## config.mk

```make
export PLATFORM = sky130hd
export DESIGN_NAME = thread_scheduler
export DESIGN_NICKNAME = d
export VERILOG_FILES = /design/src/hw/cp_pkg.sv /design/src/hw/thread_scheduler.sv
export VERILOG_INCLUDE_DIRS = /design/src /design/src/hw
export SDC_FILE = /design/constraint.sdc
export NUM_CORES = 1
export LEC_CHECK = 0
export BUFFER_PORTS_ARGS = -buffer_cell sky130_fd_sc_hd__buf_2
export CAP_MARGIN = 20
export CORE_AREA = 5 5 42 44
export CTS_BUF_LIST = sky130_fd_sc_hd__clkbuf_4 sky130_fd_sc_hd__clkbuf_8
export DETAILED_ROUTE_END_ITERATION = 6
export DIE_AREA = 0 0 47 49
export GPL_TIMING_DRIVEN = 1
export MAX_ROUTING_LAYER = met4
export SLEW_MARGIN = 20
export SYNTH_ARGS = -nofsm -noshare
export SYNTH_HDL_FRONTEND = slang
export SYNTH_SLANG_ARGS = --single-unit
```

## constraint.sdc

```tcl
create_clock -name clock -period 1 [get_ports clock]
set_input_delay 0.1 -clock clock [delete_from_list [all_inputs] [get_ports clock]]
set_output_delay 0.1 -clock clock [all_outputs]
set_load 0.02 [all_outputs]
```

## src/hw/cp_params.svh

```systemverilog
// Control path sizes, instruction field layout and config address map
// shared by the barrel processor RTL

`ifndef CP_PARAMS_SVH
`define CP_PARAMS_SVH

// Datapath widths
`define CP_WORD_WIDTH           32
`define CP_ADDR_WIDTH           10
`define CP_PC_WIDTH             8
`define CP_IM_DEPTH             256

// Threads, each starting at its own stride in instruction memory
`define CP_THREAD_COUNT         4
`define CP_THREAD_WIDTH         2
`define CP_THREAD_PC_STRIDE     64

// Instruction fields, MSB first: opcode, D, A, B
`define CP_OPCODE_WIDTH         4
`define CP_D_WIDTH              10
`define CP_A_WIDTH              9
`define CP_B_WIDTH              9
`define CP_ALU_CTRL_WIDTH       12
`define CP_OD_THREAD_DEPTH      16

// Branch table
`define CP_BRANCH_COUNT         2
`define CP_BT_ENTRIES           8
`define CP_COND_WIDTH           3

// Config address map
`define CP_IM_BASE              0
`define CP_OD_BASE              256
`define CP_BT_BASE              320
`define CP_DB_BASE_ADDR         512

`endif

```

## src/hw/cp_pkg.sv

```systemverilog
// Shared types of the barrel processor control path

`default_nettype none

`include "cp_params.svh"

package cp_pkg;

    // Buses and addresses
    typedef logic [`CP_WORD_WIDTH-1:0]      cp_word_t;
    typedef logic [`CP_ADDR_WIDTH-1:0]      cp_addr_t;
    typedef logic [`CP_PC_WIDTH-1:0]        cp_pc_t;
    typedef logic [`CP_THREAD_WIDTH-1:0]    cp_thread_t;

    // Instruction fields and decoded control
    typedef logic [`CP_OPCODE_WIDTH-1:0]    cp_opcode_t;
    typedef logic [`CP_D_WIDTH-1:0]         cp_d_operand_t;
    typedef logic [`CP_A_WIDTH-1:0]         cp_src_operand_t;
    typedef logic [`CP_ALU_CTRL_WIDTH-1:0]  cp_alu_ctrl_t;

    // Branch condition select, same encoding as the branch entry field
    typedef enum logic [`CP_COND_WIDTH-1:0] {
        COND_ALWAYS,
        COND_NEGATIVE,
        COND_CARRYOUT,
        COND_A_EXTERNAL,
        COND_LESSTHAN,
        COND_B_EXTERNAL,
        COND_ZERO,
        COND_NEVER
    } cp_branch_cond_t;

endpackage

`default_nettype wire

```

## src/hw/thread_scheduler.sv

```systemverilog
// Round-robin slot scheduler for the hardware threads
// Also decodes the config address map into memory write enables

`timescale 1ns/10ps
`default_nettype none

`include "cp_params.svh"

module thread_scheduler (
    input  wire                     clock,
    input  wire                     rst_n,
    input  wire                     config_write,
    input  wire                     cancel_previous,
    input  wire cp_pkg::cp_addr_t   config_addr,
    output cp_pkg::cp_thread_t      slot_thread,
    output logic                    pipe_valid,
    output logic                    im_we,
    output logic                    od_we,
    output logic                    bt_we
);

    localparam int IM_END = `CP_IM_BASE + `CP_IM_DEPTH;
    localparam int OD_END = `CP_OD_BASE + `CP_THREAD_COUNT * `CP_OD_THREAD_DEPTH;
    localparam int BT_END = `CP_BT_BASE + `CP_BT_ENTRIES;

    logic write_ok;
    int   addr_i;

    // ------------------------------------------------------------
    // Slot counter and fill flag

    // pipe_valid marks the fetch stage as holding a real slot
    always_ff @(posedge clock or negedge rst_n) begin
        if (!rst_n) begin
            slot_thread <= '0;
            pipe_valid  <= 1'b0;
        end else begin
            pipe_valid <= 1'b1;
            if (slot_thread == cp_pkg::cp_thread_t'(`CP_THREAD_COUNT - 1)) begin
                slot_thread <= '0;
            end else begin
                slot_thread <= slot_thread + 1'b1;
            end
        end
    end

    // ------------------------------------------------------------
    // Config window decode

    assign write_ok = config_write && !cancel_previous;
    assign addr_i   = int'(config_addr);

    assign im_we = write_ok && (addr_i >= `CP_IM_BASE) && (addr_i < IM_END);
    assign od_we = write_ok && (addr_i >= `CP_OD_BASE) && (addr_i < OD_END);
    assign bt_we = write_ok && (addr_i >= `CP_BT_BASE) && (addr_i < BT_END);

    // A write strobe comes with a defined qualifier and address
    cfg_known: assert property (@(posedge clock) disable iff (!rst_n)
        config_write |-> !$isunknown({cancel_previous, config_addr}));

endmodule

`default_nettype wire

```

==> impl_metrics.toml, run 1 <==
[cells_and_area]
multi_input_area_um2 = 101
regArea_um2 = 75.1
final_cell_mix = "buf_2, buf_6, clkbuf_4"
nets = 53
fillers = 165
drive_gt1_share_pct = 75.7
n_antenna_cell = 0
design_area_um2 = 374
area_delta_synth_final_pct = 153
final_common_cell = "buf_2"

[logic_synthesis]
ys_seq_area_share_pct = 50.8
yosys_warnings = 0
synthesis.area_um2 = 148
synthDistinctLibCells = 10
syn_area_per_cell_um2 = 11.4
synth-seq-cells = 3
synth_fp_nets = 28
synth_cells = 13

[critical_path]
path_cells = "buf_6, or4_4, a211oi_4, buf_6"
crit_type = "primary input to primary output"
slowest_stage = "or4_4"
arrival_ns = 1.09
crit_path_frequent_cell = "buf_6"
worstPathMaxFanout = 1
max_stage_delay_ns = 0.54
endpoint_kind = "primary output"
cp.required_ns = 0.90
worst_setup_path_start_kind = "primary input"

[clocking]
clockRootBuffer = "clkbuf_4"
cts_buffers = 3
cts_setup_buffers = 0
clk_path_buf_depth = 2
clock-sinks = 3
cts_tree = "built"
path_clk_slew_ns = 0.04
h-tree-depth = 1
clk_latency_ns = 0.23

[detailed_routing]
drtAntennaViolNets = 0
via_count = 195
maxUsedRoutingLayer = "met4"
routed-wl-met3_um = 108
avgViaCountPerCell = 3.68
wirelength_um = 560
dr.first_iter.drc_count = 0
wl_per_cell_um = 10.6
drtPass1Iterations = 1
drcViolationCount = 0
dr_wl_met2_um = 208
met1_length_um = 226

[floorplanning]
dieWidth_um = 47
core_um2 = 1400
rows = 14
die_area_um2 = 2300
die_y_um = 49
ios = 20
initial_utilization_pct = 10.5

[sta]
min_period_ns = 1.19
layout_setup_ws_ns = -0.188
fmax_mhz = 842
layout_worst_path_cycle_share_pct = 119
finalSetupViolations = 2
rsz0062_at_grt = "yes"
slew_viol_final = 0
finalClockSkew_ns = 0.0000850
finalHoldViolCount = 0

[place]
placed_area_um2 = 290
io_buffers = 16
place_congestion = 0.702
hpwl_um = 508

[outcome]
status = "finished, violations left"
violations = "negative setup slack"

[grt]
overflow = 0
antenna_found_initial = 0
grt_pass1_wl_um = 931
grt_pass1_vias = 236
grtUsageTotal_pct = 6.56
grt_max_degree = 4

[power]
leakagePower_nw = 0.185
powerDensity_nw_per_um2 = 1170
ir_drop_uv = 169
total_power_uw = 439

[worst_hold_path]
hold_class = "primary input to async pin"

[job]
max_cap_viol_count = 0
-- layer usage --
metal  global-route usage [%]  up-vias
li1                         -       93
met3                     4.80        2
met5                        -        -
met1                     6.35       81
met4                     6.91        0
met2                     7.69       19
-- report_power, final --
part	switching (mW)	total (mW)	internal, mW
combinational	0.0307	0.0732	0.0425
clock	0.0643	0.241	0.177
sequential	0.000456	0.125	0.124
-- cell type report --
cell class,instances,share of cell area [%]
flip-flops and latches,3,20.1
multi-input cells,9,27.1
inverters,1,1.00
repair buffers,20,38.5
clock buffers,4,8.03
well taps,16,5.35
-- what timing repair did --
item	4_1_cts	5_1_grt
gates cloned	0	0
pin swaps	2	1
endpoints found under the setup margin	2	3
endpoints found under the hold margin	3	0
hold buffers	1	0
resized for setup	5	4
-- per-stage QoR --
stage | setup slack (ns) | cells | util [%] | TNS, ns | hold WS, ns
finish | -0.188 | 53 | 26.7 | -0.324 | 0.192
floorplan | -0.0742 | 13 | - | -0.123 | -0.196
CTS | -0.198 | 53 | 25.1 | -0.331 | 0.193
detailed placement | -0.271 | 48 | 20.7 | -0.436 | -0.0978
global route | -0.212 | 53 | 26.7 | -0.375 | 0.198
global placement | -0.277 | 48 | 20.7 | -0.432 | -0.103
-- path summary, 6_finish.rpt --
kind	from	to	slack (ns)	cells after the start
max	config_addr[5]	bt_we	-0.19	4
min	rst_n	slot_thread[1]$_DFF_PN0_	0.19	2
max reg2reg	slot_thread[0]$_DFF_PN0_	slot_thread[1]$_DFF_PN0_	0.19	1
min reg2reg	slot_thread[0]$_DFF_PN0_	slot_thread[0]$_DFF_PN0_	0.45	1
max in group asynchronous	rst_n	pipe_valid$_DFF_PN0_	0.69	2
min in group clock	slot_thread[0]$_DFF_PN0_	slot_thread[0]$_DFF_PN0_	0.45	1
-- logic make-up (layout without fill, tap and decap cells) --
logic type,count (synthesis),in the layout,synth area share [%]
buffers and inverters,1,25,2.54
AOI/OAI and AO/OA,1,1,8.47
adders and majority gates,1,1,8.47
DFF,3,3,50.8
other,1,1,2.54
and+or+nand+nor,6,6,27.1
-- registers in the layout, indices dropped and copies added, names as in the netlist --
name,count
slot_thread,2
pipe_valid,1
-- Yosys cell counts --
library cell	instances	area (um2)
conb_1	1	3.75
ha_1	1	12.5
or4_1	1	7.51
nor3_1	1	5.00
nor2_1	2	7.51
a211oi_2	1	12.5
dfrtp_1	3	75.1
nor4b_1	1	8.76
or4bb_1	1	11.3
inv_1	1	3.75
-- worst max-delay path: cells and delay by family --
| kind | cells | cell delay (ns) |
|---|---|---|
| simple gates | 1 | 0.54 |
| buf+inv | 2 | 0.23 |
| compound gates | 1 | 0.22 |
Note: power is estimated with default switching activity, not from simulation.
==> run 2: changes to the inputs <==
==> constraint.sdc (replaced) <==
create_clock -name clock -period 1.1 [get_ports clock]
set_input_delay 0.11 -clock clock [delete_from_list [all_inputs] [get_ports clock]]
set_output_delay 0.11 -clock clock [all_outputs]
set_load 0.02 [all_outputs]
==> impl_metrics.toml, run 2 (synthesis gave the netlist of run 1 again) <==
[critical_path]
crit_type = "primary input to primary output"
worstPathMaxFanout = 1
endpoint_kind = "primary output"
cp.required_ns = 0.99
worst_setup_path_start_kind = "primary input"
arrival_ns = 1.10
r2r_setup_slack_ns = 0.30

[clocking]
clockRootBuffer = "clkbuf_4"
clk_path_buf_depth = 2
cts_buffers = 3
clk_latency_ns = 0.23
h-tree-depth = 1
cts_tree = "built"
path_clk_slew_ns = 0.04
clock-sinks = 3

[place]
hpwl_um = 440
dpl.cell_count = 48
place_congestion = 0.696
io_buffers = 16

[cells_and_area]
drive_gt1_share_pct = 73.0
fillers = 162
final_common_cell = "buf_2"
final_cell_mix = "buf_2, clkbuf_4, buf_6, buf_4, dfrtp_1"
reg_top3 = "slot_thread x2, pipe_valid x1"
area_delta_synth_final_pct = 142
nets = 53
regMostFlops = "slot_thread"
final_util_pct = 25.5
largest_register_ffs = 2
n_antenna_cell = 0
instances_no_fill = 53

[sta]
rsz0062_at_grt = "yes"
finalClockSkew_ns = 0.0000378
fmax_mhz = 829
min_period_ns = 1.21
finalSetupViolations = 2
layout_worst_path_cycle_share_pct = 110
layout_setup_ws_ns = -0.106
hold_slack_ns = 0.207
finalHoldViolCount = 0
slew_viol_final = 0

[grt]
grt_pass1_vias = 210
overflow = 0
antenna_found_initial = 0
use_met1_pct = 5.70
grt.busiest_layer = "met2"
grt_pass1_wl_um = 793
grtUsageTotal_pct = 5.63
gr-usage-met3_pct = 4.43
grt_max_degree = 4
grtUsageMet2_pct = 6.33

[job]
max_cap_viol_count = 0

[detailed_routing]
drtPass1Iterations = 1
drcViolationCount = 0
wl_per_cell_um = 9.57
drtAntennaViolNets = 0
dr.first_iter.drc_count = 0
avgViaCountPerCell = 3.58
wirelength_um = 507
via_count = 190

[power]
leakagePower_nw = 0.180
total_power_uw = 389
powerDensity_nw_per_um2 = 1090
ir_drop_uv = 193

[floorplanning]
rows = 14
ios = 20
die_y_um = 49
core_um2 = 1400
die_area_um2 = 2300
dieWidth_um = 47
initial_utilization_pct = 10.5

[worst_hold_path]
hold_class = "primary input to async pin"

[outcome]
status = "finished, violations left"
violations = "negative setup slack"
-- run 2: final cells by class --
cell class                      instances  area [um2]  area share, %
Multi-Input combinational cell          9        88.8           24.8
Inverter                                1        3.75           1.05
Sequential cell                         3        75.1           21.0
Tap cell                               16        20.0           5.59
Clock buffer                            4        30.0           8.39
Timing Repair Buffer                   20         140           39.2
-- run 2: critical path: stages --
cell and delay [ns]:
buf_6 0.09, or4_4 0.53, a211oi_4 0.22, buf_6 0.15
-- run 2: power by group --
group | internal [mW] | total, mW | leakage [nW] | switching, mW
clock network | 0.160 | 0.214 | 0.0184 | 0.0534
registers | 0.113 | 0.113 | 0.0355 | 0.000311
logic | 0.0375 | 0.0621 | 0.126 | 0.0246
total | 0.311 | 0.389 | 0.180 | 0.0783
-- run 2: path summary, 6_finish.rpt --
kind,start,endpoint,cells past startpoint
max in group asynchronous,rst_n,pipe_valid$_DFF_PN0_,2
worst max-delay path,config_addr[5],bt_we,4
worst min-delay path,rst_n,slot_thread[1]$_DFF_PN0_,2
min in group clock,slot_thread[0]$_DFF_PN0_,slot_thread[0]$_DFF_PN0_,1
worst min register to register,slot_thread[0]$_DFF_PN0_,slot_thread[0]$_DFF_PN0_,1
worst max register to register,slot_thread[0]$_DFF_PN0_,slot_thread[1]$_DFF_PN0_,1
-- run 2: routing by layer --
layer	routed length [um]	up-vias
li1	-	92
met1	209	81
met2	188	17
met3	109	0
met4	0	0
met5	0	-
-- run 2: timing repair --
action,4_1_cts,5_1_grt
hold endpoints to repair,3,0
endpoints found under the setup margin,2,2
gates cloned,0,0
hold buffers,1,0
pin swaps,3,1
setup buffers,0,0
gates resized for setup,6,0
-- run 2: stage by stage --
step           setup TNS, ns  instance area, um2  setup slack [ns]
3_3_place_gp          -0.263                 290            -0.184
5_1_grt               -0.185                 358            -0.123
3_5_place_dp          -0.279                 290            -0.195
2_1_floorplan              0                 168           0.00577
4_1_cts               -0.149                 358            -0.107
6_report              -0.139                 358            -0.106
