`config.mk`:
```
export PLATFORM = sky130hd
export DESIGN_NAME = pc_store
export DESIGN_NICKNAME = d
export VERILOG_FILES = /design/src/hw/cp_pkg.sv /design/src/hw/pc_store.sv
export VERILOG_INCLUDE_DIRS = /design/src /design/src/hw
export SDC_FILE = /design/constraint.sdc
export NUM_CORES = 1
export LEC_CHECK = 0
export ABC_AREA = 1
export ABC_CLOCK_PERIOD_IN_PS = 800
export BUFFER_PORTS_ARGS = -buffer_cell sky130_fd_sc_hd__buf_2
export CAP_MARGIN = 40
export CORE_MARGIN = 1
export CORE_UTILIZATION = 50
export CTS_BUF_LIST = sky130_fd_sc_hd__clkbuf_8 sky130_fd_sc_hd__clkbuf_16
export DETAILED_ROUTE_END_ITERATION = 8
export GPL_ROUTABILITY_DRIVEN = 0
export HOLD_SLACK_MARGIN = 0.12
export PLACE_DENSITY_LB_ADDON = 0.05
export SETUP_SLACK_MARGIN = 0.05
export SYNTH_ARGS = -nofsm -noshare
export SYNTH_HDL_FRONTEND = slang
export SYNTH_SLANG_ARGS = --single-unit
```
`constraint.sdc`:
```
create_clock -name clock -period 0.8 [get_ports clock]
set_clock_uncertainty 0.2 [all_clocks]
set_input_delay 0.08 -clock clock [delete_from_list [all_inputs] [get_ports clock]]
set_output_delay 0.08 -clock clock [all_outputs]
set_load 0.03 [all_outputs]
```
`src/hw/cp_params.svh`:
```
// Control path sizes, instruction field layout and config address map
// shared by the barrel processor RTL

`ifndef CP_PARAMS_SVH
`define CP_PARAMS_SVH

// Datapath widths
`define CP_WORD_WIDTH           32
`define CP_ADDR_WIDTH           10
`define CP_PC_WIDTH             8
`define CP_IM_DEPTH             256

// Threads, each starting at its own stride in instruction memory
`define CP_THREAD_COUNT         4
`define CP_THREAD_WIDTH         2
`define CP_THREAD_PC_STRIDE     64

// Instruction fields, MSB first: opcode, D, A, B
`define CP_OPCODE_WIDTH         4
`define CP_D_WIDTH              10
`define CP_A_WIDTH              9
`define CP_B_WIDTH              9
`define CP_ALU_CTRL_WIDTH       12
`define CP_OD_THREAD_DEPTH      16

// Branch table
`define CP_BRANCH_COUNT         2
`define CP_BT_ENTRIES           8
`define CP_COND_WIDTH           3

// Config address map
`define CP_IM_BASE              0
`define CP_OD_BASE              256
`define CP_BT_BASE              320
`define CP_DB_BASE_ADDR         512

`endif

```
`src/hw/cp_pkg.sv`:
```
// Shared types of the barrel processor control path

`default_nettype none

`include "cp_params.svh"

package cp_pkg;

    // Buses and addresses
    typedef logic [`CP_WORD_WIDTH-1:0]      cp_word_t;
    typedef logic [`CP_ADDR_WIDTH-1:0]      cp_addr_t;
    typedef logic [`CP_PC_WIDTH-1:0]        cp_pc_t;
    typedef logic [`CP_THREAD_WIDTH-1:0]    cp_thread_t;

    // Instruction fields and decoded control
    typedef logic [`CP_OPCODE_WIDTH-1:0]    cp_opcode_t;
    typedef logic [`CP_D_WIDTH-1:0]         cp_d_operand_t;
    typedef logic [`CP_A_WIDTH-1:0]         cp_src_operand_t;
    typedef logic [`CP_ALU_CTRL_WIDTH-1:0]  cp_alu_ctrl_t;

    // Branch condition select, same encoding as the branch entry field
    typedef enum logic [`CP_COND_WIDTH-1:0] {
        COND_ALWAYS,
        COND_NEGATIVE,
        COND_CARRYOUT,
        COND_A_EXTERNAL,
        COND_LESSTHAN,
        COND_B_EXTERNAL,
        COND_ZERO,
        COND_NEVER
    } cp_branch_cond_t;

endpackage

`default_nettype wire

```
`src/hw/pc_store.sv`:
```
// Per-thread program counters of the barrel processor
// The slot's PC is read out combinationally and written back with fetch_pc + 1

`timescale 1ns/10ps
`default_nettype none

`include "cp_params.svh"

module pc_store (
    input  wire                     clock,
    input  wire                     rst_n,
    input  wire cp_pkg::cp_thread_t slot_thread,
    input  wire cp_pkg::cp_pc_t     fetch_pc,
    output cp_pkg::cp_pc_t          current_pc
);

    cp_pkg::cp_pc_t pc_q [`CP_THREAD_COUNT];
    cp_pkg::cp_pc_t next_pc;

    // ------------------------------------------------------------
    // Read side

    // Feeds the branch unit in the same slot
    assign current_pc = pc_q[slot_thread];

    // Wraps modulo the instruction memory depth
    assign next_pc = fetch_pc + cp_pkg::cp_pc_t'(1);

    // ------------------------------------------------------------
    // Write back

    // Each thread starts in its own region of instruction memory
    always_ff @(posedge clock or negedge rst_n) begin
        if (!rst_n) begin
            for (int t = 0; t < `CP_THREAD_COUNT; t++) begin
                pc_q[t] <= cp_pkg::cp_pc_t'(t * `CP_THREAD_PC_STRIDE);
            end
        end else begin
            // Only the thread in the current slot advances
            pc_q[slot_thread] <= next_pc;
        end
    end

    // Each thread gets exactly one slot per round
    slot_in_turn: assert property (@(posedge clock) disable iff (!rst_n)
        $past(rst_n) |->
            (int'(slot_thread) == (int'($past(slot_thread)) + 1) % `CP_THREAD_COUNT));

endmodule

`default_nettype wire

```
==> results of run 1 <==
-- where the power goes --
group	internal (mW)	leakage, nW	switching, mW
logic	0.578	0.703	0.677
clock network	0.605	0.0479	0.613
registers	1.86	0.388	0.149
-- worst paths after layout --
kind                       slack (ns)  depth (start not counted)        start            end
min in group clock              -0.10                          3  fetch_pc[0]        pc_q[0]
min reg2reg                      0.26                          2      pc_q[6]        pc_q[6]
max in group asynchronous        0.50                          2        rst_n        pc_q[6]
min                             -0.54                          1        rst_n       pc_q[27]
max reg2reg                     -0.15                          3     pc_q[25]       pc_q[25]
max                             -0.63                          3      pc_q[7]  current_pc[7]
-- logic make-up after synthesis --
| kind of cell | Yosys count | share of synthesized area, % |
|---|---|---|
| simple gates | 117 | 31.3 |
| flops | 32 | 53.2 |
| compound gates | 21 | 8.42 |
| buf+inv | 16 | 4.54 |
| xor+xnor | 3 | 1.73 |
| fa+ha+maj | 1 | 0.826 |
-- timing repair --
action                                  4_1_cts  5_1_grt
cloned                                        0        0
resized for setup                            32       26
pin swaps                                    34       18
endpoints found under the setup margin       40       40
buffers inserted                              3        5
endpoints found under the hold margin        64       62
-- routing by layer --
layer,vias to the layer above,global-route usage [%],routed length [µm]
met5,-,0,0
met4,0,12.2,106
met3,14,8.62,275
met2,56,42.2,2140
met1,718,34.8,1640
li1,693,-,-
-- cell type report --
cell class                      instances  area [µm²]  share of cell area (%)
Timing Repair Buffer                   40         410                    17.4
Clock inverter                          3        18.8                   0.797
Clock buffer                            5        68.8                    2.92
Multi-Input combinational cell        142         963                    40.9
Tap cell                               31        38.8                    1.65
Inverter                                8        47.5                    2.02
Sequential cell                        32         806                    34.2
-- stage by stage --
step           hold slack (ns)  cells
6_report                -0.538    261
5_1_grt                 -0.530    261
4_1_cts                 -0.538    259
3_5_place_dp            -0.233    248
3_3_place_gp            -0.233    248
2_1_floorplan           -0.416    190
-- placed cells by master, fill, tap and decap left out, drive strengths merged --
cell,synthesis,final
nand3,22,22
o21ai,12,12
o21bai,2,2
a22oi,7,7
nand2,88,88
ha,1,1
buf,7,40
dfstp,4,4
clkinv,0,3
nand4,1,1
inv,8,8
xnor2,3,3
nor2,6,6
dfrtp,28,28
clkbuf,1,5
==> metrics.md, run 1 <==
| Metric | Value |
|---|---|
| Run status | `complete, but fails checks` |
| Violations in the final reports | `hold timing, setup timing` |
| CTS root buffer | `clkbuf_8` |
| Worst-skew pair later-pin latency | `0.28 ns` |
| Post-Syn Instances | `between 150 and 200` |
| Number of global-route vias before repair | `between 1000 and 1500` |
| Worst Hold Class | `input port to asynchronous set/reset pin` |
| Via total after detailed routing | `about 1500` |
| Routed wire per std cell | `between 15 and 20 µm` |
| Sequential fraction of the synthesis area | `53.2%` |
| Top_reg_cell synth | `dfrtp_1` |
| Ports placed on the boundary | `20` |
| Post-placement cell area | `2050 µm²` |
| Final count of negative-setup-slack endpoints | `35` |
| Max transition margin | `between 80% and 90%` |
| Register bit count reported by yosys | `32` |
| Cells along the critical path | `nand2_1, nand3_4, buf_6` |
| Family with the most delay on the worst path | `flip-flops` |
| Antenna violations before repair | `0` |
| Shortest period the worst path allows | `about 1.4 ns` |
| Fraction of synthesis flops using an asynchronous set or reset pin | `100%` |
| Number of filler instances in the final layout | `164` |
| Cell type contributing the most total cell area after synthesis | `dfrtp_1` |
| Data required, critical path | `roughly 0.52 ns` |
| Core utilization of the finished layout | `a little over four fifths` |
| Number of violations of the max-capacitance limit | `0` |
| TritonCTS clock tree | `yes` |
| Area of the die | `about 3300 µm²` |
| Sum of routed wire length over all layers | `about 4200 µm` |
| Fraction of layout instances using a drive strength above 1 | `a little under half` |
| CP startpoint kind | `flip-flop` |
| CTS H-Tree Depth | `2` |
| Setup repair after global routing missed its margin | `yes` |
| Mean instance size in the synthesized netlist | `7.97 µm²` |
| Number of failing hold endpoints at the final stage | `44` |
| Post-synthesis instance area | `between 1500 and 2000 µm²` |
| ANT nets after route | `0` |
| HPWL Detailed | `between 2000 and 3000 µm` |
| Number of search-and-repair iterations in the first detailed-routing pass | `4` |
| Final non-filler cell area | `approximately 2400 µm²` |
| NumNets Final | `242` |
| Fraction of post-synthesis cell area in the top cell type by area | `approximately 46%` |
| Dominant cells by area after synthesis | `dfrtp_1 46%, nand2_1 22%, nand3_1 7.3%, dfstp_2 6.9%, a22oi_1 3.5%` |
| Worst Slack Setup Final | `-0.628 ns` |
| Critical path capture point type | `primary output` |
| Worst Path Max Fanout | `2` |
| Worst-path cell with the longest stage delay | `dfstp_2` |
| Largest register by flop count | `pc_q` |
| PortBufs | `19` |
| Core outline area | `approximately 2800 µm²` |
| Wire length of the first global-routing pass | `6540 µm` |
| Setup Crit Path Kind | `flip-flop to primary output` |
| Buffers from clock root to sink, at most | `2` |
| Overall power after layout | `4.48 mW` |
| Clock transition at the register clock pins on the worst setup and hold paths after CTS | `~0.070 ns` |
| Initial core utilization | `between 50% and 60%` |
| Total negative slack for setup checks | `-6.40 ns` |
| Final critical-path share of the clock period | `179%` |
| Slew @ Worst Pin | `between 0.2 and 0.3 ns` |
| Drt initial violations | `80` |
| Number of warnings printed during yosys synthesis | `0` |
| Number of flip-flops in the largest register | `32` |
| Total leakage power | `roughly 1.1 nW` |
| Post-place setup slack | `-0.527 ns` |
| Maximum operating frequency | `between 700 and 800 MHz` |
| Overall routing resource usage | `between 20% and 30%` |
| Number of library cell types mapped by synthesis | `17` |
| DRC | `0` |
| Number of flops mapped to enable cells by yosys | `0` |
| Cell with the most instances after synthesis | `nand2_1` |
| Chip Width | `about 57 µm` |
| Total inserted antenna cells | `0` |
| Relative area change from synthesis to final layout | `55.3%` |
| Biggest cell delay along the critical path | `0.53 ns` |
| Pin count of the biggest net entering global routing | `15` |
| Total power per unit cell area | `between 1500 and 2000 nW/µm²` |
| CTS buffer count | `5` |
| Worst VDD drop | `approximately 0.0013 V` |
| Vias per Instance | `5.67` |
| Sum of overflow across all layers after global routing | `0` |
| Arr. time, crit path | `1.15 ns` |
| Number of clock sinks | `32` |
| Sum of buffers and inverters on the critical path | `1` |
| Syn Nets | `203` |
| WHS | `-0.538 ns` |
| Count of final max-slew check failures | `0` |
| Chip height | `between 50 and 60 µm` |
| Most frequent cells after synthesis | `88 x nand2_1, 28 x dfrtp_1, 22 x nand3_1, 10 x o21ai_0` |
| Standard-cell rows | `19` |
| Largest regs | `pc_q x32` |
(Power assumes the default switching activity.)
==> run 2: changes to the inputs <==
==> constraint.sdc (replaced) <==
create_clock -name clock -period 0.8 [get_ports clock]
set_clock_uncertainty 0.2 [all_clocks]
set_input_delay 0 -clock clock [delete_from_list [all_inputs] [get_ports clock]]
set_output_delay 0 -clock clock [all_outputs]
set_load 0.03 [all_outputs]
==> run 2 against run 1 <==
Effect of this change:
- the run ends with DRC, hold timing, setup timing left
- sequential power barely moved
- routed wire length down 0.29%
- sequential share of layout area rose by 0.84 points
- critical path type unchanged
- register-to-register slack lost 0.04 ns
- first-iteration DRC count increased by 11%
- clock-buffer cell count is 1 higher
- hold slack gained 0.0037 ns
- highest routed layer unchanged
- final area is 2.4% lower
- largest cell class unchanged
- clock power grew 4%
- critical path depth unchanged
==> metrics.md, run 2 (synthesis results as in run 1) <==
| Metric | Value |
|---|---|
| Run status | `complete, but fails checks (unchanged)` |
| Violations in the final reports | `DRC, hold timing, setup timing (was hold timing, setup timing)` |
| Number of flip-flops in the largest register | `32 (unchanged)` |
| Total leakage power | `1.14 nW (about the same)` |
| Arr. time, crit path | `1.14 ns (was 1.15 ns)` |
| Number of clock sinks | `32 (unchanged)` |
| Antenna violations before repair | `0 (unchanged)` |
| Area of the die | `3250 µm² (unchanged)` |
| Vias per Instance | `5.50 (was 5.67)` |
| Final critical-path share of the clock period | `167% (was 179%)` |
| Number of cells on the worst reg-to-reg path | `3 (unchanged)` |
| Standard-cell rows | `19 (unchanged)` |
| Worst Slack Setup Final | `-0.537 ns (was -0.628 ns)` |
| CTS H-Tree Depth | `2 (unchanged)` |
| Initial core utilization | `54.0% (unchanged)` |
| Met1 usage | `35.2% (was 34.8%)` |
| Max transition margin | `71.6% (was 81.0%)` |
| Most common cell after layout, fill and taps aside | `nand2_1 (unchanged)` |
| Endpoint of the worst-slack reg-to-reg timing path | `pc_q[6] (was pc_q[25])` |
| Data required, critical path | `0.60 ns (was 0.52 ns)` |
| Sum of routed wire length over all layers | `4160 µm (was 4170 µm)` |
| Wire length of the first global-routing pass | `6420 µm (was 6540 µm)` |
| Maximum operating frequency | `748 MHz (was 700 MHz)` |
| Routed wire per std cell | `15.3 µm (was 16.0 µm)` |
| Setup Crit Path Kind | `flip-flop to primary output (unchanged)` |
| Fraction of layout instances using a drive strength above 1 | `41.1% (was 45.7%)` |
| Buffers from clock root to sink, at most | `2 (unchanged)` |
| PortBufs | `19 (unchanged)` |
| WHS | `-0.534 ns (was -0.538 ns)` |
| Worst Path Max Fanout | `2 (unchanged)` |
| Overall power after layout | `4.49 mW (was 4.48 mW)` |
| Worst reg2reg path startpoint | `pc_q[6] (was pc_q[25])` |
| Number of failing hold endpoints at the final stage | `52 (was 44)` |
| Setup repair after global routing missed its margin | `yes (unchanged)` |
| Largest regs | `pc_q x32 (unchanged)` |
| Crit path to | `current_pc[2] (was current_pc[7])` |
| ANT nets after route | `0 (unchanged)` |
| Drt initial violations | `89 (was 80)` |
| Commonest cells after routing, fill and taps aside | `81 x nand2_1, 28 x dfrtp_1, 21 x buf_4, 15 x buf_6, 13 x nand3_1 (was 73 x nand2_1, 28 x dfrtp_1, 14 x buf_6)` |
| Worst-skew pair later-pin latency | `0.28 ns (about the same)` |
| Relative area change from synthesis to final layout | `51.6% (was 55.3%)` |
| Largest register by flop count | `pc_q (unchanged)` |
| Final non-filler cell area | `2300 µm² (was 2350 µm²)` |
| Chip height | `57.1 µm (unchanged)` |
| Met2 global-route usage | `42.7% (was 42.2%)` |
| Shortest period the worst path allows | `1.34 ns (was 1.43 ns)` |
| GRT Max-Usage Layer | `met2 (unchanged)` |
| DRC | `4 (was 0)` |
| Via total after detailed routing | `1496 (was 1481)` |
| Total power per unit cell area | `1950 nW/µm² (was 1900 nW/µm²)` |
| Met3 Track Usage GR | `4.76% (was 8.62%)` |
| Number of violations of the max-capacitance limit | `0 (unchanged)` |
| Ports placed on the boundary | `20 (unchanged)` |
| Post-placement cell area | `2000 µm² (was 2050 µm²)` |
| Timing startpoint of the critical path | `pc_q[26] (was pc_q[7])` |
| Slew @ Worst Pin | `0.426 ns (was 0.285 ns)` |
| Pin count of the biggest net entering global routing | `33 (was 15)` |
| Critical path capture point type | `primary output (unchanged)` |
| Overall routing resource usage | `26.6% (was 27.1%)` |
| Final count of negative-setup-slack endpoints | `35 (unchanged)` |
| Worst VDD drop | `0.00161 V (was 0.00131 V)` |
| Slack of the worst reg-to-reg path | `-0.19 ns (was -0.15 ns)` |
| NumNets Final | `253 (was 242)` |
| Count of final max-slew check failures | `0 (unchanged)` |
| Chip Width | `57.1 µm (unchanged)` |
| TritonCTS clock tree | `yes (unchanged)` |
| Core outline area | `2810 µm² (unchanged)` |
| Non-filler cells, final | `272 (was 261)` |
| Number of global-route vias before repair | `1372 (was 1452)` |
| CTS root buffer | `clkbuf_8 (unchanged)` |
| HPWL Detailed | `2570 µm (was 2620 µm)` |
| CTS buffer count | `5 (unchanged)` |
| Worst Hold Class | `input port to asynchronous set/reset pin (unchanged)` |
| Sum of overflow across all layers after global routing | `0 (unchanged)` |
| Clock transition at the register clock pins on the worst setup and hold paths after CTS | `0.07 ns (about the same)` |
| CP startpoint kind | `flip-flop (unchanged)` |
| Total inserted antenna cells | `0 (unchanged)` |
| Number of search-and-repair iterations in the first detailed-routing pass | `6 (was 4)` |
| Placed Instances | `255 (was 248)` |
## run 2: worst min-delay path by stage
stage,startpoint,to,slack [ns],cells after the start
3_5_place_dp,rst_n,pc_q[9],-0.23,2
6_report,rst_n,pc_q[9],-0.53,2
2_1_floorplan,rst_n,pc_q[0],-0.50,0
5_1_grt,rst_n,pc_q[9],-0.53,2
4_1_cts,rst_n,pc_q[14],-0.53,2
3_3_place_gp,rst_n,pc_q[9],-0.23,2
## run 2: timing repair
item / in CTS / in global routing
setup endpoints to repair: 40 / 40
gates cloned: 0 / 1
gates resized for setup: 20 / 22
hold endpoints to repair: 64 / 64
buffers inserted: 3 / 7
pin swaps: 18 / 19
## run 2: metal layers
| layer | routed length [µm] | vias to the layer above |
|---|---|---|
| met2 | 2120 | 54 |
| met1 | 1770 | 720 |
| li1 | - | 713 |
| met5 | 0 | - |
| met3 | 183 | 9 |
| met4 | 82 | 0 |
## run 2: area by class of cell
class,count,area [µm²]
Inverter,8,36.3
Fill cell,172,508
Clock inverter,2,10.0
Clock buffer,6,82.6
Timing Repair inverter,1,7.51
Timing Repair Buffer,50,444
Sequential cell,32,806
Multi-Input combinational cell,142,872
Tap cell,31,38.8
## run 2: power by group
part / switching, mW / total, mW / internal [mW]
clock: 0.584 / 1.27 / 0.685
combinational: 0.645 / 1.21 / 0.569
sequential: 0.147 / 2.01 / 1.86
## run 2: critical path: stages, from the launching register on
cell and delay (ns):
dfrtp_1 0.40, a22oi_2 0.22, nand3_4 0.09, buf_6 0.15
## run 2: metrics by stage
| step | setup slack [ns] | utilization (%) | TNS [ns] |
|---|---|---|---|
| 2_1_floorplan | -0.222 | - | -1.31 |
| 6_report | -0.537 | 81.9 | -5.99 |
| 3_3_place_gp | -0.280 | 71.3 | -9.05 |
| 3_5_place_dp | -0.321 | 71.3 | -9.90 |
| 4_1_cts | -0.573 | 77.5 | -5.69 |
| 5_1_grt | -0.585 | 81.9 | -7.18 |
