<file path="src/hw/cp_params.svh">
// Control path sizes, instruction field layout and config address map
// shared by the barrel processor RTL

`ifndef CP_PARAMS_SVH
`define CP_PARAMS_SVH

// Datapath widths
`define CP_WORD_WIDTH           32
`define CP_ADDR_WIDTH           10
`define CP_PC_WIDTH             8
`define CP_IM_DEPTH             256

// Threads, each starting at its own stride in instruction memory
`define CP_THREAD_COUNT         4
`define CP_THREAD_WIDTH         2
`define CP_THREAD_PC_STRIDE     64

// Instruction fields, MSB first: opcode, D, A, B
`define CP_OPCODE_WIDTH         4
`define CP_D_WIDTH              10
`define CP_A_WIDTH              9
`define CP_B_WIDTH              9
`define CP_ALU_CTRL_WIDTH       12
`define CP_OD_THREAD_DEPTH      16

// Branch table
`define CP_BRANCH_COUNT         2
`define CP_BT_ENTRIES           8
`define CP_COND_WIDTH           3

// Config address map
`define CP_IM_BASE              0
`define CP_OD_BASE              256
`define CP_BT_BASE              320
`define CP_DB_BASE_ADDR         512

`endif

</file>
<file path="src/hw/cp_pkg.sv">
// Shared types of the barrel processor control path

`default_nettype none

`include "cp_params.svh"

package cp_pkg;

    // Buses and addresses
    typedef logic [`CP_WORD_WIDTH-1:0]      cp_word_t;
    typedef logic [`CP_ADDR_WIDTH-1:0]      cp_addr_t;
    typedef logic [`CP_PC_WIDTH-1:0]        cp_pc_t;
    typedef logic [`CP_THREAD_WIDTH-1:0]    cp_thread_t;

    // Instruction fields and decoded control
    typedef logic [`CP_OPCODE_WIDTH-1:0]    cp_opcode_t;
    typedef logic [`CP_D_WIDTH-1:0]         cp_d_operand_t;
    typedef logic [`CP_A_WIDTH-1:0]         cp_src_operand_t;
    typedef logic [`CP_ALU_CTRL_WIDTH-1:0]  cp_alu_ctrl_t;

    // Branch condition select, same encoding as the branch entry field
    typedef enum logic [`CP_COND_WIDTH-1:0] {
        COND_ALWAYS,
        COND_NEGATIVE,
        COND_CARRYOUT,
        COND_A_EXTERNAL,
        COND_LESSTHAN,
        COND_B_EXTERNAL,
        COND_ZERO,
        COND_NEVER
    } cp_branch_cond_t;

endpackage

`default_nettype wire

</file>
<file path="src/hw/branch_unit.sv">
// Branch table and fetch address select of the barrel processor
// Evaluates the slot thread's entries against flags from its previous result

`timescale 1ns/10ps
`default_nettype none

`include "cp_params.svh"

module branch_unit (
    input  wire                     clock,
    input  wire                     rst_n,
    input  wire cp_pkg::cp_thread_t slot_thread,
    input  wire cp_pkg::cp_pc_t     current_pc,
    input  wire                     bt_we,
    input  wire cp_pkg::cp_addr_t   config_addr,
    input  wire cp_pkg::cp_word_t   config_data,
    input  wire                     carryout,
    input  wire                     overflow,
    input  wire                     a_external,
    input  wire                     b_external,
    input  wire cp_pkg::cp_word_t   r_previous,
    output cp_pkg::cp_pc_t          fetch_pc,
    output logic                    branch_cancel
);

    // Branch entry layout in config data
    localparam int DEST_LSB   = `CP_PC_WIDTH;
    localparam int COND_LSB   = 2 * `CP_PC_WIDTH;
    localparam int CANCEL_BIT = COND_LSB + `CP_COND_WIDTH;
    localparam int ENABLE_BIT = CANCEL_BIT + 1;
    localparam int IDX_WIDTH  = $clog2(`CP_BT_ENTRIES);

    logic [IDX_WIDTH-1:0]       wr_idx;
    logic                       bt_enable [`CP_BT_ENTRIES];
    logic                       bt_cancel [`CP_BT_ENTRIES];
    cp_pkg::cp_pc_t             bt_origin [`CP_BT_ENTRIES];
    cp_pkg::cp_pc_t             bt_dest   [`CP_BT_ENTRIES];
    cp_pkg::cp_branch_cond_t    bt_cond   [`CP_BT_ENTRIES];

    logic                               negative;
    logic                               lessthan;
    logic                               zero;
    logic [(1 << `CP_COND_WIDTH)-1:0]   cond_true;

    // ------------------------------------------------------------
    // Branch table, entry index is {thread, slot}

    assign wr_idx = config_addr[IDX_WIDTH-1:0];

    always_ff @(posedge clock or negedge rst_n) begin
        if (!rst_n) begin
            for (int e = 0; e < `CP_BT_ENTRIES; e++) begin
                bt_enable[e] <= 1'b0;
            end
        end else if (bt_we) begin
            bt_enable[wr_idx] <= config_data[ENABLE_BIT];
        end
    end

    always_ff @(posedge clock) begin
        if (bt_we) begin
            bt_origin[wr_idx] <= config_data[0 +: `CP_PC_WIDTH];
            bt_dest[wr_idx]   <= config_data[DEST_LSB +: `CP_PC_WIDTH];
            bt_cond[wr_idx]   <= cp_pkg::cp_branch_cond_t'(config_data[COND_LSB +: `CP_COND_WIDTH]);
            bt_cancel[wr_idx] <= config_data[CANCEL_BIT];
        end
    end

    // ------------------------------------------------------------
    // Flags of the thread's previous result

    assign negative = r_previous[`CP_WORD_WIDTH-1];
    assign lessthan = overflow ^ negative;
    assign zero     = (r_previous == '0);

    always_comb begin
        cond_true                           = '0;
        cond_true[cp_pkg::COND_ALWAYS]      = 1'b1;
        cond_true[cp_pkg::COND_NEGATIVE]    = negative;
        cond_true[cp_pkg::COND_CARRYOUT]    = carryout;
        cond_true[cp_pkg::COND_A_EXTERNAL]  = a_external;
        cond_true[cp_pkg::COND_LESSTHAN]    = lessthan;
        cond_true[cp_pkg::COND_B_EXTERNAL]  = b_external;
        cond_true[cp_pkg::COND_ZERO]        = zero;
        cond_true[cp_pkg::COND_NEVER]       = 1'b0;
    end

    // Walk slots high to low so that slot 0 wins
    always_comb begin
        int idx;
        fetch_pc      = current_pc;
        branch_cancel = 1'b0;
        for (int s = `CP_BRANCH_COUNT - 1; s >= 0; s--) begin
            idx = int'(slot_thread) * `CP_BRANCH_COUNT + s;
            if (bt_enable[idx] && (bt_origin[idx] == current_pc) && cond_true[bt_cond[idx]]) begin
                fetch_pc      = bt_dest[idx];
                branch_cancel = bt_cancel[idx];
            end
        end
    end

    // Scheduler-decoded table writes carry a defined condition code
    cond_known: assert property (@(posedge clock) disable iff (!rst_n)
        bt_we |-> !$isunknown(config_data[COND_LSB +: `CP_COND_WIDTH]));

endmodule

`default_nettype wire

</file>
<file path="config.mk">
export PLATFORM = sky130hd
export DESIGN_NAME = branch_unit
export DESIGN_NICKNAME = d
export VERILOG_FILES = /design/src/hw/cp_pkg.sv /design/src/hw/branch_unit.sv
export VERILOG_INCLUDE_DIRS = /design/src /design/src/hw
export SDC_FILE = /design/constraint.sdc
export NUM_CORES = 1
export LEC_CHECK = 0
export BUFFER_PORTS_ARGS = -buffer_cell sky130_fd_sc_hd__buf_2
export CELL_PAD_IN_SITES_DETAIL_PLACEMENT = 1
export CELL_PAD_IN_SITES_GLOBAL_PLACEMENT = 2
export CORE_MARGIN = 4
export CORE_UTILIZATION = 43
export CTS_BUF_LIST = sky130_fd_sc_hd__clkbuf_16
export DETAILED_ROUTE_END_ITERATION = 10
export MAX_ROUTING_LAYER = met4
export PLACE_DENSITY_LB_ADDON = 0.3
export RECOVER_POWER = 25
export SLEW_MARGIN = 10
export SYNTH_ARGS = -nofsm -noshare
export SYNTH_HDL_FRONTEND = slang
export SYNTH_SLANG_ARGS = --single-unit
</file>
<file path="constraint.sdc">
create_clock -name clock -period 5.8 [get_ports clock]
set_input_delay 1.45 -clock clock [delete_from_list [all_inputs] [get_ports clock]]
set_output_delay 1.45 -clock clock [all_outputs]
set_load 0.03 [all_outputs]
</file>
==> flow_summary.yaml, run 1 <==
status:
  run_status: "complete, no violations"
timing:
  layout_min_cycle_time_ps: 5650
  worst_pin_slew_ps: 900
  relSlewSlack_pct: 39.9
  finalHoldViolCount: 0
  setup_violations: 0
  slew_viol_final: 0
  period_share_pct: 97.4
  skew_ps: 0
  max_freq_mhz: 177
  setup_tns_ps: 0
  grt_setup_unrepaired: "no"
clocking:
  cts_root_buf: "clkbuf_16"
  insertion_delay_ps: 410
  clockBufferDepth: 2
  path_clk_slew_ps: 60
  cts_num_sinks: 168
  ctsHoldBuffers: 0
  htree_levels: 4
  cts_tree: "yes"
  cts_made_buffers: 17
critical_path:
  cp.required_ps: 4350
  worstPathArrival_ps: 4200
  critical_path_class: "input port to output port"
  start_kind: "input port"
  path_max_fanout: 15
  endpoint_kind: "output port"
logic_synthesis:
  synth.top_cells.by_area: "edfxtp_1, mux4_2, dfrtp_1"
  synth-seq-cells: 168
  yosys.area.top_type_share_pct: 69.5
  syn-cell-area_um2: 6920
  synth_cells: 343
  syn_nets: 434
  synth.largest_area_cell: "edfxtp_1"
  post_synth.cell_area_avg_um2: 20.2
  yosysUniqueCellTypes: 38
  ys_seq_area_share_pct: 72.3
  ys_warn_count: 0
global_routing:
  grt_pass1_vias: 4063
  grt_max_degree: 22
  gr-total-overflow: 0
  grt_first_pass_wirelength_um: 24200
  grtUsageTotal_pct: 18.9
  antenna_found_initial: 1
die:
  design.die.area_um2: 18200
  die_y_um: 135
  ios: 100
  core_um2: 15800
  core.rowCount: 46
  die_x_um: 135
  initial_core_util_pct: 43.7
routing:
  wire_per_inst_um: 23.3
  finalWirelength_um: 15700
  drt_first_iter_violations: 348
  viasPerCell: 5.47
  ant_nets: 0
  firstDrtPassIters: 4
  via_count: 3682
  drc: 0
final_layout:
  final_area_um2: 8240
  layout.nets: 536
  drive_above_1_share_pct: 37.5
  fillers: 1487
  regArea_um2: 5000
  multi_input_area_um2: 1850
  area_delta_synth_final_pct: 19.1
placed_design:
  place.port_buffers: 81
  place_area_um2: 7680
  dp_hpwl_um: 10000
  finalWeightedCongestion: 0.732
run:
  cap_violations: 0
pwr:
  leakagePower_nw: 2.71
  ir_drop_mv: 0.207
  p_per_area_nw_per_um2: 328
min_path:
  hp-class: "flop to flop"
-- where the power goes --
group | internal [mW] | leakage (nW) | switching, mW
sequential | 1.38 | 1.55 | 0.0143
clock | 0.661 | 0.276 | 0.429
combinational | 0.0979 | 0.886 | 0.124
-- synth_stat cells (all sizes together) --
cell type  number
buf            10
o31ai           1
o21ai           9
a21oi          10
a211oi          1
a2111oi         1
dfrtp           8
and2            1
o211ai          2
o2111a          1
clkbuf          3
nor2            9
mux2           11
nor3b           1
o31a            1
nand2           2
o2111ai         1
o32a            6
edfxtp        160
nor3           11
a211o           2
inv             7
nor4            9
xor2            8
xnor2           9
mux4           42
nor2b           2
nand4           6
or4b            2
nand2b          7
-- layer usage --
layer / global-route usage, % / vias up / part of all wire, %
met4: 5.26 / 0 / 1.1
met2: 30.1 / 99 / 50
met1: 24.5 / 1924 / 43
met3: 4.66 / 13 / 5.2
met5: - / - / 0
li1: - / 1646 / -
-- cell usage in the layout, fill, tap and decap left out, types with 2 or more instances in the layout --
cell,instances
a21oi_1,9
nand2b_1,7
xnor2_1,9
nor2b_1,2
nor2_1,3
clkbuf_16,17
or4b_1,2
mux4_2,41
nand4_1,6
nor3_2,3
clkinvlp_4,2
bufinv_16,3
buf_2,68
nor3_1,8
clkbuf_1,13
buf_12,2
mux2_1,2
clkinv_2,3
mux2_2,9
a211o_1,2
edfxtp_1,160
inv_1,8
xor2_1,8
nor2_4,6
buf_4,13
o21ai_0,8
dfrtp_1,8
clkinv_1,4
o32a_1,6
nor4_1,8
o211ai_1,2
nand2_1,2
-- critical path, stage by stage --
cell	delay, ps
buf_2	240
buf_12	220
mux4_2	540
xor2_1	190
nor4_4	330
o2111ai_4	310
o32a_1	420
a21oi_1	230
buf_2	240
-- state kept, by name, indices dropped and copies added, names as in the netlist --
| name | count |
|---|---|
| bt_cancel | 8 |
| bt_cond | 24 |
| bt_dest | 64 |
| bt_enable | 8 |
| bt_origin | 64 |
-- cell families (layout without fill, tap and decap cells) --
| kind of cell | count (synthesis) | count (layout) | synth area share, % |
|---|---|---|---|
| AOI/OAI and AO/OA | 35 | 35 | 3.80 |
| xor gates and xnor gates | 17 | 17 | 2.15 |
| buffers and inverters | 20 | 133 | 1.84 |
| DFF | 168 | 168 | 72.3 |
| muxes | 53 | 53 | 15.5 |
| other | 0 | 1 | 0 |
| and+or+nand+nor | 50 | 50 | 4.34 |
-- cell type report --
cell class	count	share of cell area [%]
clock buffers	17	5.16
multi-input cells	155	22.4
diodes	1	0.0304
flip-flops and latches	168	60.7
inverters	7	0.319
well taps	216	3.28
clock inverters	13	1.69
repair buffers	96	6.39
-- path summary, 6_finish.rpt --
kind / slack [ps] / startpoint / depth (start not counted) / end
min: 510 / bt_enable[0]$_DFFE_PN0P_ / 1 / bt_enable[0]$_DFFE_PN0P_
max in group asynchronous: 4560 / rst_n / 1 / bt_enable[4]$_DFFE_PN0P_
max: 150 / slot_thread[0] / 9 / fetch_pc[1]
min reg2reg: 510 / bt_enable[0]$_DFFE_PN0P_ / 1 / bt_enable[0]$_DFFE_PN0P_
max reg2reg: 5040 / bt_enable[1]$_DFFE_PN0P_ / 1 / bt_enable[1]$_DFFE_PN0P_
min in group asynchronous: 940 / rst_n / 1 / bt_enable[6]$_DFFE_PN0P_
-- timing repair --
item | in CTS | in global routing
buffers inserted | 0 | 1
resized for setup | 0 | 1
endpoints found under the setup margin | 0 | 5
-- stage by stage --
| step | setup WS, ps | hold slack [ps] | util, % | power (mW) | cells |
|---|---|---|---|---|---|
| floorplan | 475 | 475 | - | 1.55 | 343 |
| global route | 7.00 | 520 | 52.1 | 2.81 | 673 |
| global placement | 128 | 487 | 48.5 | 1.63 | 641 |
| CTS | 84.5 | 509 | 52.1 | 2.73 | 671 |
| detailed placement | 88.1 | 496 | 48.5 | 1.65 | 641 |
| finish | 150 | 508 | 52.1 | 2.71 | 673 |
No activity file was read; power rests on OpenSTA's default activity.
==> inputs of run 2 (changes only) <==
- ABC_AREA: unset -> 1
- CORE_UTILIZATION: 43 -> 38
- GPL_TIMING_DRIVEN: unset -> 0
==> flow_summary.yaml, run 2 <==
routing:
  wire_per_inst_um: 19.9
  viasPerCell: 5.09
  via_count: 5443
  finalWirelength_um: 21300
  drc: 0
  ant_nets: 0
  drt_first_iter_violations: 393
  firstDrtPassIters: 4
global_routing:
  grt_pass1_vias: 5790
  gr-total-overflow: 0
  grtUsageTotal_pct: 20.7
  grt_first_pass_wirelength_um: 33100
  grt_max_degree: 23
  antenna_found_initial: 0
die:
  die_x_um: 150
  core.rowCount: 51
  initial_core_util_pct: 38.9
  design.die.area_um2: 22400
  die_y_um: 150
  core_um2: 19600
  ios: 100
final_layout:
  area_delta_synth_final_pct: 19.1
  layout.nets: 882
  antenna_cells: 0
  layout_common_cells: "edfxtp_1, nand2_1, nor2_1"
  drive_above_1_share_pct: 22.8
  final_common_cell: "edfxtp_1"
  instances_no_fill: 1069
  final_area_um2: 9060
  top_regs: "bt_dest: 64 flops, bt_origin: 64 flops, bt_cond: 24 flops"
clocking:
  cts-resized-gates: 0
  cts_setup_buffers: 0
  cts_made_buffers: 17
  ctsHoldBuffers: 0
  cts_num_sinks: 168
  insertion_delay_ps: 430
  htree_levels: 4
  path_clk_slew_ps: 70
  cts_tree: "yes"
  cts_root_buf: "clkbuf_16"
  clockBufferDepth: 2
placed_design:
  place.port_buffers: 79
  dp_hpwl_um: 14800
  dpl_worst_slack_ps: 964
  place_area_um2: 8500
  dp.cells: 1037
  finalWeightedCongestion: 0.819
timing:
  layout_min_cycle_time_ps: 4830
  max_freq_mhz: 207
  setup_tns_ps: 0
  fin_ws_ps: 966
  relSlewSlack_pct: 40.7
  skew_ps: 0
  grt_setup_unrepaired: "no"
  worst_pin_slew_ps: 888
  setup_violations: 0
  finalHoldViolCount: 0
  slew_viol_final: 0
  period_share_pct: 83.3
min_path:
  min_to: "bt_enable[1]$_DFFE_PN0P_"
  hp-start: "bt_enable[1]$_DFFE_PN0P_"
  min_path_cells: 2
  hp-class: "flop to flop"
critical_path:
  worstPathCellList: "buf_4 > inv_6 > buf_6 > nand3_1 > nand2_1 > nand2_1 > inv_1 > nand2_1 > nor2_4 > nand3_4 > o21bai_1 > nand3_1 > nand2_1 > buf_2"
  start_kind: "input port"
  r2r_cells: 2
  r2r_start: "bt_enable[7]$_DFFE_PN0P_"
  crit_path_top_delay_cell: "o21bai_1"
  endpoint_kind: "output port"
  cp_common_cell: "nand2_1"
  critical_path_class: "input port to output port"
  cp.required_ps: 4350
  cpPeakStageDelay_ps: 270
  r2r_slack_ps: 5120
  r2r-end: "bt_enable[7]$_DFFE_PN0P_"
  worstPathArrival_ps: 3380
  path_max_fanout: 10
pwr:
  ir_drop_mv: 0.273
  fin_total_pwr_mw: 2.78
  leakagePower_nw: 3.47
  p_per_area_nw_per_um2: 307
run:
  cap_violations: 0
logic_synthesis:
  yosysUniqueCellTypes: 37
  synth-seq-cells: 168
  post_synth.cell_area_avg_um2: 11.1
  synth_common_cells: "edfxtp_1, nand2_1, nor2_1, nand3_1, o21ai_0"
  synth.top_cells.by_area: "edfxtp_1, nand2_1, nor2_1"
  synth_cells: 689
  yosys.area.top_type_share_pct: 63.1
  postSynth.asyncResetShare_pct: 4.76
  syn-cell-area_um2: 7610
  synthFlopType: "edfxtp_1"
  synth.most_common_cell: "edfxtp_1"
  ys_warn_count: 0
  synth.largest_area_cell: "edfxtp_1"
  syn_nets: 780
  ys_seq_area_share_pct: 65.7
  synth_edf_count: 160
status:
  run_status: "complete, no violations"
-- run 2: worst max-delay path: cells and delay by family --
kind                   cells  cell delay (ps)
and+or+nand+nor            8              930
AOI/OAI and AO/OA          1              270
buffers and inverters      5              730
-- run 2: final cells by class --
cell class | instances | area (um^2)
Buffer | 27 | 240
Clock buffer | 17 | 425
Clock inverter | 15 | 159
Fill cell | 2183 | 10500
Inverter | 44 | 185
Multi-Input combinational cell | 450 | 2240
Sequential cell | 168 | 5000
Tap cell | 265 | 332
Timing Repair Buffer | 83 | 475
-- run 2: cell families after synthesis --
logic type                after synthesis  synth area share [%]
buffers and inverters                  71                  5.59
and+or+nand+nor                       352                  21.2
DFF                                   168                  65.7
xor gates and xnor gates                5                 0.575
AOI/OAI and AO/OA                      93                  6.92
-- run 2: power by group --
part	switching [mW]	total, mW	internal (mW)
Clock	0.526	1.10	0.575
Sequential	0.0132	1.39	1.38
Combinational	0.193	0.286	0.0934
Total	0.732	2.78	2.05
-- run 2: per-layer routing --
| layer | share of wire, % | vias to the layer above | GRT usage (%) |
|---|---|---|---|
| li1 | - | 2583 | - |
| met1 | 45 | 2748 | 26.8 |
| met2 | 51 | 85 | 34.3 |
| met3 | 3.5 | 27 | 4.00 |
| met4 | 1.2 | 0 | 4.30 |
| met5 | 0 | - | - |
-- run 2: worst max path at each step --
stage | slack, ps | end | from
after global placement | 1000 | branch_cancel | slot_thread[1]
after global routing | 730 | fetch_pc[2] | slot_thread[1]
after CTS | 980 | fetch_pc[4] | slot_thread[1]
final | 970 | fetch_pc[4] | slot_thread[1]
after floorplan | 1520 | fetch_pc[0] | slot_thread[0]
after detailed placement | 960 | fetch_pc[4] | slot_thread[1]
-- run 2: through the flow --
| stage | utilization (%) | hold slack, ps |
|---|---|---|
| 6_report | 46.3 | 534 |
| 4_1_cts | 46.3 | 533 |
| 3_5_place_dp | 43.4 | 519 |
| 3_3_place_gp | 42.6 | 504 |
| 2_1_floorplan | - | 489 |
| 5_1_grt | 46.3 | 570 |
